[src/verilog/taillight_timing_pkg.sv]
`default_nettype none

// sweep rate of the tail lights
package taillight_timing_pkg;

    // ============================================================
    // step divider
    // ============================================================

    // one step lasts 2**step_div_bits clk_en cycles
    localparam int step_div_bits = 4;              // short for simulation, board needs ~24

    localparam int step_period = 2 ** step_div_bits; // cycles per lamp step

    typedef logic [step_div_bits-1:0] step_count_t; // divider count

    localparam step_count_t step_last = '1;        // count that issues the tick

endpackage

`default_nettype wire

[src/verilog/taillight_lamp_pkg.sv]
`default_nettype none

// lamp side of the tail lights
package taillight_lamp_pkg;

    // ============================================================
    // lamp pattern
    // ============================================================

    localparam int lamp_count = 3;                 // lamps per side

    // bit 0 sits nearest the car center
    typedef logic [lamp_count-1:0] lamp_pattern_t;

    // ============================================================
    // sweep FSM
    // ============================================================

    typedef enum logic [1:0] {
        sweep_off   = 2'd0,                        // all dark
        sweep_one   = 2'd1,                        // inner lamp
        sweep_two   = 2'd2,                        // inner two
        sweep_three = 2'd3                         // all lit
    } sweep_state_t;

    // state n lights the lowest n lamps
    function automatic lamp_pattern_t thermometer_of(input sweep_state_t state);
        return lamp_pattern_t'((1 << state) - 1);
    endfunction

endpackage

`default_nettype wire

[src/verilog/step_timer.sv]
`timescale 1ns/1ns
`default_nettype none

// free-running divider, one tick per step period
module step_timer (
    input  wire  clk_en,
    input  wire  rst,
    output logic step_tick
);

    import taillight_timing_pkg::*;

    // ============================================================
    // divider
    // ============================================================

    step_count_t count;                            // wraps every step_period cycles

    always_ff @(posedge clk_en) begin
        if (rst) begin
            count <= '0;
        end else begin
            count <= count + 1'b1;                 // wrap is the period
        end
    end

    // tick on the last count of the period
    assign step_tick = (count == step_last);

    // ============================================================
    // checks
    // ============================================================

    // a tick never stretches into the following cycle
    a_single_tick: assert property (
        @(posedge clk_en) disable iff (rst)
        step_tick |=> !step_tick
    ) else $error("step_tick high two cycles in a row");

endmodule

`default_nettype wire

[src/verilog/turn_request.sv]
`timescale 1ns/1ns
`default_nettype none

// rising-edge latch for one turn input
// holds the press until the sequencer starts a sweep for it
module turn_request (
    input  wire  clk_en,
    input  wire  rst,
    input  wire  turn,
    input  wire  taken,
    output logic pending
);

    // ============================================================
    // edge detect
    // ============================================================

    logic turn_q;                                  // previous sample of turn
    logic turn_rise;                               // low to high this cycle

    always_ff @(posedge clk_en) begin
        if (rst) begin
            turn_q <= 1'b0;                        // a held input at reset counts as a press
        end else begin
            turn_q <= turn;
        end
    end

    assign turn_rise = turn && !turn_q;

    // ============================================================
    // pending flag
    // ============================================================

    // a new edge beats a taken in the same cycle
    always_ff @(posedge clk_en) begin
        if (rst) begin
            pending <= 1'b0;
        end else if (turn_rise) begin
            pending <= 1'b1;                       // remember the press
        end else if (taken) begin
            pending <= 1'b0;                       // sweep started for it
        end
    end

endmodule

`default_nettype wire

[src/verilog/lamp_sequencer.sv]
`timescale 1ns/1ns
`default_nettype none

// per-side sweep FSM
// steps off, one, two, three lamps, then dark again
module lamp_sequencer (
    input  wire                            clk_en,
    input  wire                            rst,
    input  wire                            step_tick,
    input  wire                            pending,
    input  wire                            held,
    output logic                           taken,
    output taillight_lamp_pkg::lamp_pattern_t lamps
);

    import taillight_lamp_pkg::*;

    // ============================================================
    // state machine
    // ============================================================

    sweep_state_t state;                           // current sweep step
    sweep_state_t state_next;

    always_comb begin
        state_next = state;
        taken      = 1'b0;
        if (step_tick) begin                       // nothing moves between ticks
            case (state)
                sweep_off: begin
                    if (pending || held) begin     // queued press or held input
                        state_next = sweep_one;
                        taken      = 1'b1;         // clears the request latch
                    end
                end
                sweep_one:   state_next = sweep_two;
                sweep_two:   state_next = sweep_three;
                sweep_three: state_next = sweep_off; // one dark step before a restart
                default:     state_next = sweep_off;
            endcase
        end
    end

    always_ff @(posedge clk_en) begin
        if (rst) begin
            state <= sweep_off;
        end else begin
            state <= state_next;
        end
    end

    // ============================================================
    // lamp register
    // ============================================================

    // follows the state one cycle late
    always_ff @(posedge clk_en) begin
        if (rst) begin
            lamps <= '0;
        end else begin
            lamps <= thermometer_of(state);
        end
    end

    // ============================================================
    // checks
    // ============================================================

    a_step_on_tick: assert property (
        @(posedge clk_en) disable iff (rst)
        !step_tick |=> $stable(state)
    ) else $error("sweep state moved without step_tick");

    // thermometer plus one is a single bit or wraps to zero
    a_thermometer: assert property (
        @(posedge clk_en) disable iff (rst)
        $onehot0(lamp_pattern_t'(lamps + 1'b1))
    ) else $error("lamp pattern is not a thermometer code");

endmodule

`default_nettype wire

[src/verilog/taillight_ctrl.sv]
`timescale 1ns/1ns
`default_nettype none

// tail-light turn signal controller
// left and right sweep on their own, paced by one shared step timer
module taillight_ctrl (
    input  wire  clk_en,
    input  wire  rst,
    input  wire  left,
    input  wire  right,
    output logic la,
    output logic lb,
    output logic lc,
    output logic ra,
    output logic rb,
    output logic rc
);

    import taillight_lamp_pkg::*;

    logic          step_tick;                      // one cycle per step period
    logic          left_pending;
    logic          right_pending;
    logic          left_taken;
    logic          right_taken;
    lamp_pattern_t left_lamps;
    lamp_pattern_t right_lamps;

    // ============================================================
    // shared pacing
    // ============================================================

    step_timer step_timer_i (
        .clk_en    (clk_en),
        .rst       (rst),
        .step_tick (step_tick)
    );

    // ============================================================
    // left side
    // ============================================================

    turn_request left_request_i (
        .clk_en  (clk_en),
        .rst     (rst),
        .turn    (left),
        .taken   (left_taken),
        .pending (left_pending)
    );

    lamp_sequencer left_seq_i (
        .clk_en    (clk_en),
        .rst       (rst),
        .step_tick (step_tick),
        .pending   (left_pending),
        .held      (left),                         // raw level keeps a held lever sweeping
        .taken     (left_taken),
        .lamps     (left_lamps)
    );

    // ============================================================
    // right side
    // ============================================================

    turn_request right_request_i (
        .clk_en  (clk_en),
        .rst     (rst),
        .turn    (right),
        .taken   (right_taken),
        .pending (right_pending)
    );

    lamp_sequencer right_seq_i (
        .clk_en    (clk_en),
        .rst       (rst),
        .step_tick (step_tick),
        .pending   (right_pending),
        .held      (right),
        .taken     (right_taken),
        .lamps     (right_lamps)
    );

    // inner lamp is bit 0 on both sides so the sweep runs outward
    assign la = left_lamps[0];
    assign lb = left_lamps[1];
    assign lc = left_lamps[2];
    assign ra = right_lamps[0];
    assign rb = right_lamps[1];
    assign rc = right_lamps[2];

endmodule

`default_nettype wire

[config.mk]
export PLATFORM = sky130hd
export DESIGN_NAME = taillight_ctrl
export DESIGN_NICKNAME = d
export VERILOG_FILES = /design/src/verilog/taillight_timing_pkg.sv /design/src/verilog/taillight_lamp_pkg.sv /design/src/verilog/step_timer.sv /design/src/verilog/turn_request.sv /design/src/verilog/lamp_sequencer.sv /design/src/verilog/taillight_ctrl.sv
export SDC_FILE = /design/constraint.sdc
export NUM_CORES = 1
export LEC_CHECK = 0
export BUFFER_PORTS_ARGS = -buffer_cell sky130_fd_sc_hd__buf_4
export CAP_MARGIN = 20
export CORE_MARGIN = 2
export CORE_UTILIZATION = 40
export DETAILED_ROUTE_END_ITERATION = 6
export SLEW_MARGIN = 20
export SYNTH_ARGS = -nofsm -noshare
export SYNTH_HDL_FRONTEND = slang
export SYNTH_SLANG_ARGS = --single-unit
[constraint.sdc]
create_clock -name clk_en -period 3.7 [get_ports clk_en]
set_clock_uncertainty 0.05 [all_clocks]
set_input_delay 0.74 -clock clk_en [delete_from_list [all_inputs] [get_ports clk_en]]
set_output_delay 0.74 -clock clk_en [all_outputs]
set_load 0.01 [all_outputs]
[Word level (Yosys, flattened, before mapping)]
Cells that the tools add are included.
Storage, ports and cells
  register bits after elaboration: 18
  output and inout port bits: 6
Cells by class
  $add $sub $neg: 3
  equality and inequality tests: 9
  shift-type cells: 2
  mux-type cells: 14
  reduce and logical (&&, ||, !) cells: 12
Operator list (count)
  one-hot mux 2 bit (4 select lines): 2
  2-to-1 mux 1 bit: 10
  == test 2 bit, second input constant: 4
  << shifter 1 x 2 -> 3 bit, first input constant: 2
  subtractor 3 x 2 -> 3 bit, second input constant: 2
  adder 4 x 1 -> 4 bit, second input constant: 1
  == test 2 x 1 -> 1 bit, second input constant: 2
  == test 4 bit, second input constant: 1
  logical NOT 2 bit: 2
  2-to-1 mux 2 bit: 2
  inequality test 2 x 1 -> 1 bit, second input constant: 2
  AND reduction 2 bit: 2
  nonzero test 2 bit: 2
  logical AND 1 bit: 2
  logical NOT 1 bit: 2
  logical OR 1 bit: 2

[Depth between registers and ports, before layout]
Gate-level depths: netlist (run 1).
  depth in word-level cells: 6
  mapped depth: 5
  mapped depth without buffers: 5

[Cells and area by module]
Synthesis (run 1) repeated with hierarchy kept, for this count alone.
Unflattened totals
  cell total of the unflattened synthesis: 74
  area total of the unflattened synthesis: 793.3 um^2
By module, submodules not included
  lamp_sequencer: times used 2, cells an instance 24, area each 252.7 um^2, seq. area each 100.1 um^2
  step_timer: times used 1, cells an instance 14, area each 152.6 um^2, seq. area each 80.1 um^2
  turn_request: times used 2, cells an instance 6, area each 67.6 um^2, seq. area each 40.0 um^2

[Worst setup path after synthesis (run 1)]
OpenSTA, ideal clock, no wires.
  path type: input to register
  from: input port rst
  to: register left_seq_i.state[0]
  setup time: 115 ps
  arrival time: 1150 ps
  required time: 3535 ps
  slack: 2386 ps
  cell stages on the path: 3
  cells stage by stage: clkbuf_1 a21oi_1 o21a_1
RTL lines
  start: declaration: RTL line taillight_ctrl.sv:8  | input wire rst,
  end signal: assignment: RTL line lamp_sequencer.sv:46  | state <= sweep_off;
  end signal: assignment: RTL line lamp_sequencer.sv:48  | state <= state_next;
  end: declaration: RTL line lamp_sequencer.sv:22  | sweep_state_t state;

[Worst setup path in the final report (run 1)]
  from: register left_seq_i.lamps[2]
  to: output port lc
RTL lines
  start: declaration: RTL line lamp_sequencer.sv:13  | output taillight_lamp_pkg::lamp_pattern_t lamps
  start signal: assignment: RTL line lamp_sequencer.sv:61  | lamps <= thermometer_of(state);
  end: declaration: RTL line taillight_ctrl.sv:13  | output logic lc,
No word-level cell between the ends.

==> results of run 1 <==
registers in the layout, summed over array words and instances (netlist names):
name	count
step_timer_i.count	4
left_seq_i.lamps	3
right_seq_i.lamps	3
left_seq_i.state	2
right_seq_i.state	2
left_request_i.pending	1
left_request_i.turn_q	1
right_request_i.pending	1
right_request_i.turn_q	1
area by class of cell:
| class | count | share of cell area |
|---|---|---|
| inverter | 6 | 0.0264 |
| sequential | 18 | 0.422 |
| multi-input combinational | 48 | 0.409 |
| clock buffer | 3 | 0.0264 |
| tap | 25 | 0.0367 |
| timing repair buffer | 9 | 0.0792 |
kinds of logic after synthesis:
logic type,Yosys count
AOI/OAI and AO/OA,10
xor gates and xnor gates,4
adders and majority gates,9
buffers and inverters,8
DFF,18
muxes,2
and+or+nand+nor,23
metal layers:
layer	part of all wire	wire length (um)	vias up	GRT usage
met5	0	0	-	0
met4	0.013	14	0	0.0833
met3	0.031	33	2	0.0346
met2	0.47	500	5	0.173
met1	0.48	506	214	0.147
li1	-	-	257	-
metrics by stage:
| step | hold WS [ps] | worst slack [ps] | total power [mW] | utilization | cells |
|---|---|---|---|---|---|
| floorplan | 368 | 2390 | 0.216 | - | 74 |
| global placement | 382 | 2260 | 0.221 | 0.481 | 106 |
| detailed placement | 390 | 2240 | 0.221 | 0.481 | 106 |
| CTS | 414 | 2160 | 0.313 | 0.494 | 109 |
| global route | 440 | 2130 | 0.323 | 0.494 | 109 |
| finish | 408 | 2180 | 0.308 | 0.494 | 109 |
cell usage after synthesis:
cell	count	share of area
a21oi_1	4	0.027
and3_1	1	0.0085
clkbuf_1	2	0.010
dfxtp_1	18	0.49
ha_1	9	0.15
inv_1	4	0.020
inv_2	2	0.010
mux2i_1	2	0.027
nand2b_1	6	0.051
nand3_1	2	0.014
nor2_1	9	0.046
nor2b_1	5	0.042
o21a_1	2	0.020
o21ai_0	2	0.014
o31a_1	2	0.024
xnor2_1	1	0.012
xor2_1	3	0.036
power groups by stage:
| stage | clock, mW | sequential [mW] | combinational (mW) |
|---|---|---|---|
| finish | 0.0913 | 0.202 | 0.0142 |
| global route | 0.104 | 0.203 | 0.0163 |
| CTS | 0.0961 | 0.202 | 0.0146 |
| detailed placement | 0 | 0.207 | 0.0143 |
| global placement | 0 | 0.207 | 0.0144 |
| floorplan | 0 | 0.206 | 0.0102 |
final timing paths:
| check | from | to | cells past startpoint |
|---|---|---|---|
| worst max register to register | left_seq_i.state[0] | left_seq_i.state[0] | 5 |
| worst max-delay path | left_seq_i.lamps[2] | lc | 1 |
| worst min register to register | step_timer_i.count[0] | step_timer_i.count[0] | 1 |
| worst min-delay path | step_timer_i.count[0] | step_timer_i.count[0] | 1 |
==> key figures, run 1 <==
Global route
  – Vias in the first global route: 430
  – First-pass GRT wire length: 1.75 mm
  – Initial antenna violation count: 0
  – Total grt overflow: 0
  – Largest net degree at the start of global routing: 21
  – Total GRT Usage: 0.118

Logic synthesis
  – Post-Syn Area: 739 um2
  – Yosys reg bits: 18
  – Largest family of logic cells by synthesized area: simple AND/OR/NAND/NOR gates
  – Ys Warns: 0
  – Adder-Cell Fraction of Synth Area: 0.152
  – Compound-Gate Fraction of Synth Area: 0.0846
  – Synth cell types: 17
  – Synth Instances: 74
  – Multiplexer area fraction after synthesis: 0.0271
  – Sequential fraction of the synthesis area: 0.487
  – Syn_nets: 87
  – Simple-Gate Fraction of Synth Area: 0.161
  – Mean Syn Cell Area: 9.99 um2
  – XOR/XNOR Fraction of Synth Area: 0.0474

Critical path
  – Crit path required time: 2910 ps
  – CP peak stage delay: 310 ps
  – CP max FO: 1
  – R2R Setup Slk: 2350 ps
  – CP arrival: 730 ps
  – Slowest cell on the critical path: dfxtp_1
  – Crit path launch type: register
  – Worst Setup End Kind: output pin
  – Critical setup path kind: reg -> out
  – Worst path top cell family by delay: flip-flops
  – CP Cell Sequence: buf_4
  – CP bufs+invs: 1

STA
  – Final period utilization: 0.410
  – Final Hold Fails: 0
  – Tmin final: 1520 ps
  – RSZ-0062 raised after global routing: false
  – Sum Neg Setup Slack: 0 ps
  – Rel. slew slack: 0.875
  – Fin. max-slew vios: 0
  – Slew @ Worst Pin: 188 ps
  – Setup violators final: 0
  – Peak Freq: 659 MHz

Die
  – FP Rows: 15
  – Die area: 0.00221 mm2
  – # IOs: 10
  – Core ar.: 0.00173 mm2
  – Die X: 47.0 um
  – Starting Density: 0.428
  – Die Y: 47.0 um

Cells and area
  – Register area: 360 um2
  – Share of cells above drive strength 1: 0.167
  – Filler cell count: 170
  – Fin area: 853 um2
  – Diodes inserted: 0
  – Commonest cells after routing, fill and taps aside: 18 x dfxtp_1, 9 x nor2_1, 9 x ha_1, 9 x buf_4, 6 x nand2b_1
  – Area growth from synthesis to layout: 15.4%
  – Area of the multi-input gates: 349 um2
  – Nets: 99
  – Commonest non-fill, non-tap cell in the layout: dfxtp_1

Power and ir drop
  – IR drop worst, VDD: 0.000148 V
  – Leakage: 0.373 nW
  – Logic gate share of total power: 0.046
  – Sw Share: 0.205
  – Internal power: 0.244 mW
  – P_sw: 0.0632 mW
  – Part of the power in registers: 0.657
  – Cell Pwr Density: 360 mW/mm2
  – Clock power share: 0.297

Clocking
  – CTS root buf: clkbuf_4
  – Bufs on Longest Clock Path: 2
  – # hold bufs at CTS: 0
  – Clock Latency Late Sink: 280 ps
  – CTS Buf Count: 3
  – H-tree depth: 1
  – Setup Buffers After CTS: 0
  – TritonCTS clock tree: yes
  – PostCTS Resize Cnt: 0
  – Sink Count: 18
  – Clock transition at path regs: 100 ps

Routing
  – Detailed Route Iter0 Violations: 4
  – Routed Antenna Nets: 0
  – Drt pass-1 iters: 2
  – Drt wl/cell: 9.68 um
  – Final WL: 1.06 mm
  – DRC violations left: 0
  – Vias per inst: 4.39
  – DR vias: 478

Run status
  – Status: finished, final reports clean

Place
  – Area after DPL: 831 um2
  – PortBufs: 9
  – Post-DP HPWL: 776 um
  – GP Congestion: 0.736

Worst hold path
  – HP Class: reg -> reg

Job
  – Max Cap Viol: 0
Note: power is estimated with default switching activity, not from simulation.
==> run 2, diff against run 1 <==
Clock period 3.7 ns to 1.44 ns, I/O delays scaled along.
==> key figures, run 2 (synthesis results as in run 1) <==
Run status
  – Status: finished, final reports clean

Cells and area
  – Register area: 360 um2 (unchanged)
  – Commonest cells after routing, fill and taps aside: 18 x dfxtp_1, 10 x buf_4, 9 x nor2_1, 9 x ha_1, 6 x nand2b_1
  – Final Util: 0.507 (+0.0123)
  – Area of the multi-input gates: 349 um2 (unchanged)
  – Flip-flop count of the largest register after layout: 4 (unchanged)
  – Filler cell count: 165 (-2.9%)
  – Nets: 100 (+1.0%)
  – Diodes inserted: 0 (unchanged)
  – Share of cells above drive strength 1: 0.186 (+0.0194)
  – Area growth from synthesis to layout: 18.3%
  – Commonest non-fill, non-tap cell in the layout: dfxtp_1
  – Biggest regs: step_timer_i.count: 4 flops, left_seq_i.lamps: 3 flops, right_seq_i.lamps: 3 flops
  – Largest register by flop count: step_timer_i.count

Power and ir drop
  – Logic gate share of total power: 0.043 (-0.003)
  – P_sw: 0.178 mW (+180%)
  – Internal power: 0.685 mW (+180%)
  – Cell Pwr Density: 987 mW/mm2 (+170%)
  – Clock power share: 0.355 (+0.058)
  – Leakage: 0.384 nW (+3.0%)
  – IR drop worst, VDD: 0.000442 V (+200%)
  – Sw Share: 0.206 (+0.000593)
  – Part of the power in registers: 0.602 (-0.055)

Routing
  – DRC violations left: 0 (unchanged)
  – Routed Antenna Nets: 0 (unchanged)
  – Vias per inst: 4.23 (-3.7%)
  – Detailed Route Iter0 Violations: 5 (+1)
  – Drt pass-1 iters: 4 (+2)
  – Final WL: 1.04 mm (-1.2%)
  – Drt wl/cell: 9.39 um (-3.0%)
  – DR vias: 469 (-1.9%)

STA
  – Setup violators final: 0 (unchanged)
  – RSZ-0062 raised after global routing: false
  – Fin. max-slew vios: 0 (unchanged)
  – Tmin final: 1350 ps
  – Slew @ Worst Pin: 189 ps (+1.09 ps)
  – Sum Neg Setup Slack: 0 ps (unchanged)
  – Rel. slew slack: 0.874 (about the same)
  – Min Hold Slack: 169 ps (-239 ps)
  – Final Hold Fails: 0 (unchanged)
  – Final period utilization: 0.937
  – Final worst slack: 90.1 ps (-2090 ps)
  – Peak Freq: 741 MHz

Worst hold path
  – Worst hold path depth: 2 (+1)
  – Worst hold path endpoint: left_request_i.turn_q
  – Hold Path Origin: left
  – HP Class: in -> reg

Clocking
  – Clock transition at path regs: 100 ps (about the same)
  – Clock Latency Late Sink: 290 ps (about the same)
  – TritonCTS clock tree: yes
  – Sink Count: 18 (unchanged)
  – Bufs on Longest Clock Path: 2 (unchanged)
  – PostCTS Resize Cnt: 0 (unchanged)
  – H-tree depth: 1 (unchanged)
  – # hold bufs at CTS: 0 (unchanged)
  – Setup Buffers After CTS: 0 (unchanged)
  – CTS root buf: clkbuf_4
  – CTS Buf Count: 3 (unchanged)

Global route
  – Largest net degree at the start of global routing: 21 (unchanged)
  – First-pass GRT wire length: 1.75 mm (unchanged)
  – Initial antenna violation count: 0 (unchanged)
  – Vias in the first global route: 416 (-3.3%)
  – Total GRT Usage: 0.120 (+0.00296)
  – Total grt overflow: 0 (unchanged)

Die
  – FP Rows: 15 (unchanged)
  – Die area: 0.00221 mm2 (unchanged)
  – Core ar.: 0.00173 mm2 (unchanged)
  – Starting Density: 0.428 (unchanged)
  – Die X: 47.0 um (unchanged)
  – # IOs: 10 (unchanged)
  – Die Y: 47.0 um (unchanged)

Critical path
  – R2R Setup Slk: 90 ps (-2260 ps)
  – Worst Setup End Kind: register
  – CP arrival: 1490 ps (+760 ps)
  – Reg2reg end: right_seq_i.state[0]
  – Critical setup path kind: reg -> reg
  – Crit path required time: 1580 ps (-1330 ps)
  – R2R Path Start: right_seq_i.state[0]
  – CP max FO: 4 (+3)
  – Crit path launch type: register
  – FF-to-FF path depth: 5 (unchanged)

Place
  – GP Congestion: 0.754 (+2.4%)
  – PortBufs: 9 (unchanged)
  – Post-DP HPWL: 749 um (-3.5%)
  – Worst slack, placed: 95.4 ps (-2140 ps)

Job
  – Max Cap Viol: 0 (unchanged)
[run 2: changes by cell type in the layout (fill, tap and decap cells not counted), sizes merged]
| cell | before | now |
|---|---|---|
| buf | 9 | 10 |
| clkbuf | 3 | 4 |
[run 2: area by class of cell]
cell class | instances | share of cell area
multi-input cells | 48 | 0.399
repair buffers | 10 | 0.0858
well taps | 25 | 0.0358
inverters | 6 | 0.0258
flip-flops and latches | 18 | 0.412
clock buffers | 4 | 0.0415
[run 2: metrics by stage]
stage | area, um2 | instances | power (mW)
final | 875 | 111 | 0.863
after detailed placement | 838 | 107 | 0.568
after global placement | 838 | 107 | 0.569
after global routing | 875 | 111 | 0.905
after floorplan | 739 | 74 | 0.556
after CTS | 875 | 111 | 0.884
[run 2: critical path: stages, from the launching register on]
cell     delay [ps]
dfxtp_1         350
inv_1            90
ha_1            240
inv_2            50
o31a_1          300
o21a_1          170
[run 2: how the worst max path moves through the flow]
stage / depth (start not counted) / endpoint / slack (ps) / startpoint
after global placement: 5 / right_seq_i.state[0] / 110 / right_seq_i.state[0]
after floorplan: 5 / left_seq_i.state[0] / 180 / left_seq_i.state[0]
after CTS: 5 / right_seq_i.state[0] / 80 / right_seq_i.state[0]
final: 5 / right_seq_i.state[0] / 90 / right_seq_i.state[0]
after global routing: 4 / left_seq_i.state[1] / 3 / step_timer_i.count[0]
after detailed placement: 5 / right_seq_i.state[0] / 100 / right_seq_i.state[0]
[run 2: power groups by stage]
| stage | clock network, mW | logic, mW | registers (mW) |
|---|---|---|---|
| 3_3_place_gp | 0 | 0.0379 | 0.531 |
| 6_report | 0.306 | 0.0367 | 0.520 |
| 5_1_grt | 0.340 | 0.0428 | 0.522 |
| 4_1_cts | 0.327 | 0.0372 | 0.520 |
| 3_5_place_dp | 0 | 0.0370 | 0.531 |
| 2_1_floorplan | 0 | 0.0262 | 0.529 |
[run 2: metal layers]
layer,vias up,track usage,part of all wire
met5,-,0,0
met4,0,0.133,0.040
met3,4,0.0346,0.034
met2,7,0.148,0.41
met1,199,0.155,0.52
li1,259,-,-
==> run 3, diff against run 2 <==
Settings changed: RECOVER_POWER set to 25.
==> key figures, run 3 (synthesis results as in run 1) <==
Run status
  – Status: finished, final reports clean

Clocking
  – Setup Buffers After CTS: 0 (unchanged)
  – # hold bufs at CTS: 0 (unchanged)
  – PostCTS Resize Cnt: 0 (unchanged)
  – Clock transition at path regs: 100 ps (about the same)
  – CTS Buf Count: 3 (unchanged)
  – Sink Count: 18 (unchanged)
  – H-tree depth: 1 (unchanged)
  – CTS root buf: clkbuf_4
  – TritonCTS clock tree: yes
  – Bufs on Longest Clock Path: 2 (unchanged)
  – Clock Latency Late Sink: 290 ps (about the same)

Critical path
  – Crit path launch: right_seq_i.state[0]
  – Crit path launch type: register
  – CP bufs+invs: 2 (unchanged)
  – Reg2reg end: right_seq_i.state[0]
  – Critical setup path kind: reg -> reg
  – Worst Setup End Kind: register
  – R2R Path Start: right_seq_i.state[0]
  – Worst path top cell family by delay: compound AO/OA/AOI/OAI gates
  – CP Cell Sequence: inv_1, ha_1, inv_2, o31a_1, o21a_1
  – CP max FO: 4 (unchanged)
  – Slowest cell on the critical path: dfxtp_1
  – CP arrival: 1490 ps (about the same)
  – Crit path required time: 1580 ps (about the same)
  – FF-to-FF path depth: 5 (unchanged)
  – R2R Setup Slk: 90 ps (about the same)
  – CP peak stage delay: 350 ps (about the same)

Routing
  – Drt pass-1 iters: 4 (unchanged)
  – DRC violations left: 0 (unchanged)
  – Routed Antenna Nets: 0 (unchanged)
  – Vias per inst: 4.26 (+0.85%)
  – DR vias: 473 (+0.85%)
  – Final WL: 1.05 mm (+0.67%)
  – Detailed Route Iter0 Violations: 5 (unchanged)
  – Drt wl/cell: 9.45 um (+0.67%)

Die
  – # IOs: 10 (unchanged)
  – Core ar.: 0.00173 mm2 (unchanged)
  – Die area: 0.00221 mm2 (unchanged)
  – Starting Density: 0.428 (unchanged)
  – Die Y: 47.0 um (unchanged)
  – FP Rows: 15 (unchanged)
  – Die X: 47.0 um (unchanged)

STA
  – Sum Neg Setup Slack: 0 ps (unchanged)
  – Final period utilization: 0.936 (-0.00128)
  – Tmin final: 1350 ps (-1.85 ps)
  – Fin. max-slew vios: 0 (unchanged)
  – Setup violators final: 0 (unchanged)
  – RSZ-0062 raised after global routing: false
  – Slew @ Worst Pin: 779 ps (+590 ps)
  – Final worst slack: 92.0 ps (+1.85 ps)
  – Peak Freq: 742 MHz (+0.14%)
  – Rel. slew slack: 0.481 (-0.393)
  – Final Hold Fails: 0 (unchanged)

Worst hold path
  – Worst hold path depth: 2 (unchanged)
  – Worst hold path endpoint: left_request_i.turn_q
  – Hold Path Origin: left
  – HP Class: in -> reg

Power and ir drop
  – IR drop worst, VDD: 0.000441 V (-0.34%)
  – Pwr Total: 0.861 mW (-0.22%)
  – Leakage: 0.380 nW (-0.94%)
  – Cell Pwr Density: 989 mW/mm2 (+0.21%)

Global route
  – Total GRT Usage: 0.120 (unchanged)
  – First-pass GRT wire length: 1.75 mm (unchanged)
  – Vias in the first global route: 416 (unchanged)
  – Initial antenna violation count: 0 (unchanged)
  – Largest net degree at the start of global routing: 21 (unchanged)
  – Total grt overflow: 0 (unchanged)

Cells and area
  – Filler cell count: 167 (+1.2%)
  – Share of cells above drive strength 1: 0.174 (-0.0116)
  – Area of the multi-input gates: 349 um2 (unchanged)
  – Flip-flop count of the largest register after layout: 4 (unchanged)
  – Final Util: 0.504 (-0.00217)
  – Fin area: 871 um2 (-0.43%)
  – Commonest non-fill, non-tap cell in the layout: dfxtp_1
  – Diodes inserted: 0 (unchanged)
  – Area growth from synthesis to layout: 17.8%
  – Register area: 360 um2 (unchanged)
  – Largest register by flop count: step_timer_i.count
  – Biggest regs: step_timer_i.count: 4 flops, left_seq_i.lamps: 3 flops, right_seq_i.lamps: 3 flops
  – Nets: 100 (unchanged)
  – Commonest cells after routing, fill and taps aside: 18 x dfxtp_1, 9 x nor2_1, 9 x ha_1, 9 x buf_4, 6 x nand2b_1

Place
  – Area after DPL: 838 um2 (unchanged)
  – Worst slack, placed: 95.4 ps (unchanged)
  – Post-DP HPWL: 749 um (unchanged)
  – PortBufs: 9 (unchanged)
  – GP Congestion: 0.754 (unchanged)

Job
  – Max Cap Viol: 0 (unchanged)
[run 3: cell count changes in the layout (fill, tap and decap cells not counted)]
cell      before  now
clkbuf_1       0    1
buf_4         10    9
[run 3: final cells by class]
cell class              count  area share
clock buffers               4      0.0417
inverters                   6      0.0259
multi-input cells          48       0.401
flip-flops and latches     18       0.414
well taps                  25      0.0359
repair buffers             10      0.0819
[run 3: worst max-delay path by stage]
stage,end,slack [ps],cells past startpoint
finish,right_seq_i.state[0],90,5
global placement,right_seq_i.state[0],110,5
detailed placement,right_seq_i.state[0],100,5
global route,left_seq_i.state[1],3,4
CTS,right_seq_i.state[0],80,5
floorplan,left_seq_i.state[0],180,5
[run 3: through the flow]
step,std cells,hold WS [ps]
4_1_cts,111,158
3_5_place_dp,107,386
5_1_grt,111,162
3_3_place_gp,107,380
6_report,111,169
2_1_floorplan,74,366
[run 3: worst reg2reg max path, stage by stage (launching register included)]
cell     delay [ps]
dfxtp_1         350
inv_1            90
ha_1            240
inv_2            50
o31a_1          300
o21a_1          170
[run 3: where the power goes]
part / switching, mW / internal (mW) / total [mW] / leakage (nW)
logic: 0.0176 / 0.0180 / 0.0356 / 0.213
registers: 0.00804 / 0.512 / 0.520 / 0.147
clock network: 0.151 / 0.154 / 0.305 / 0.0210
total: 0.177 / 0.684 / 0.861 / 0.380
[run 3: metal layers]
layer | track usage | wire [um]
met1 | 0.155 | 551
met2 | 0.148 | 420
met3 | 0.0346 | 35
met4 | 0.133 | 42
met5 | 0 | 0
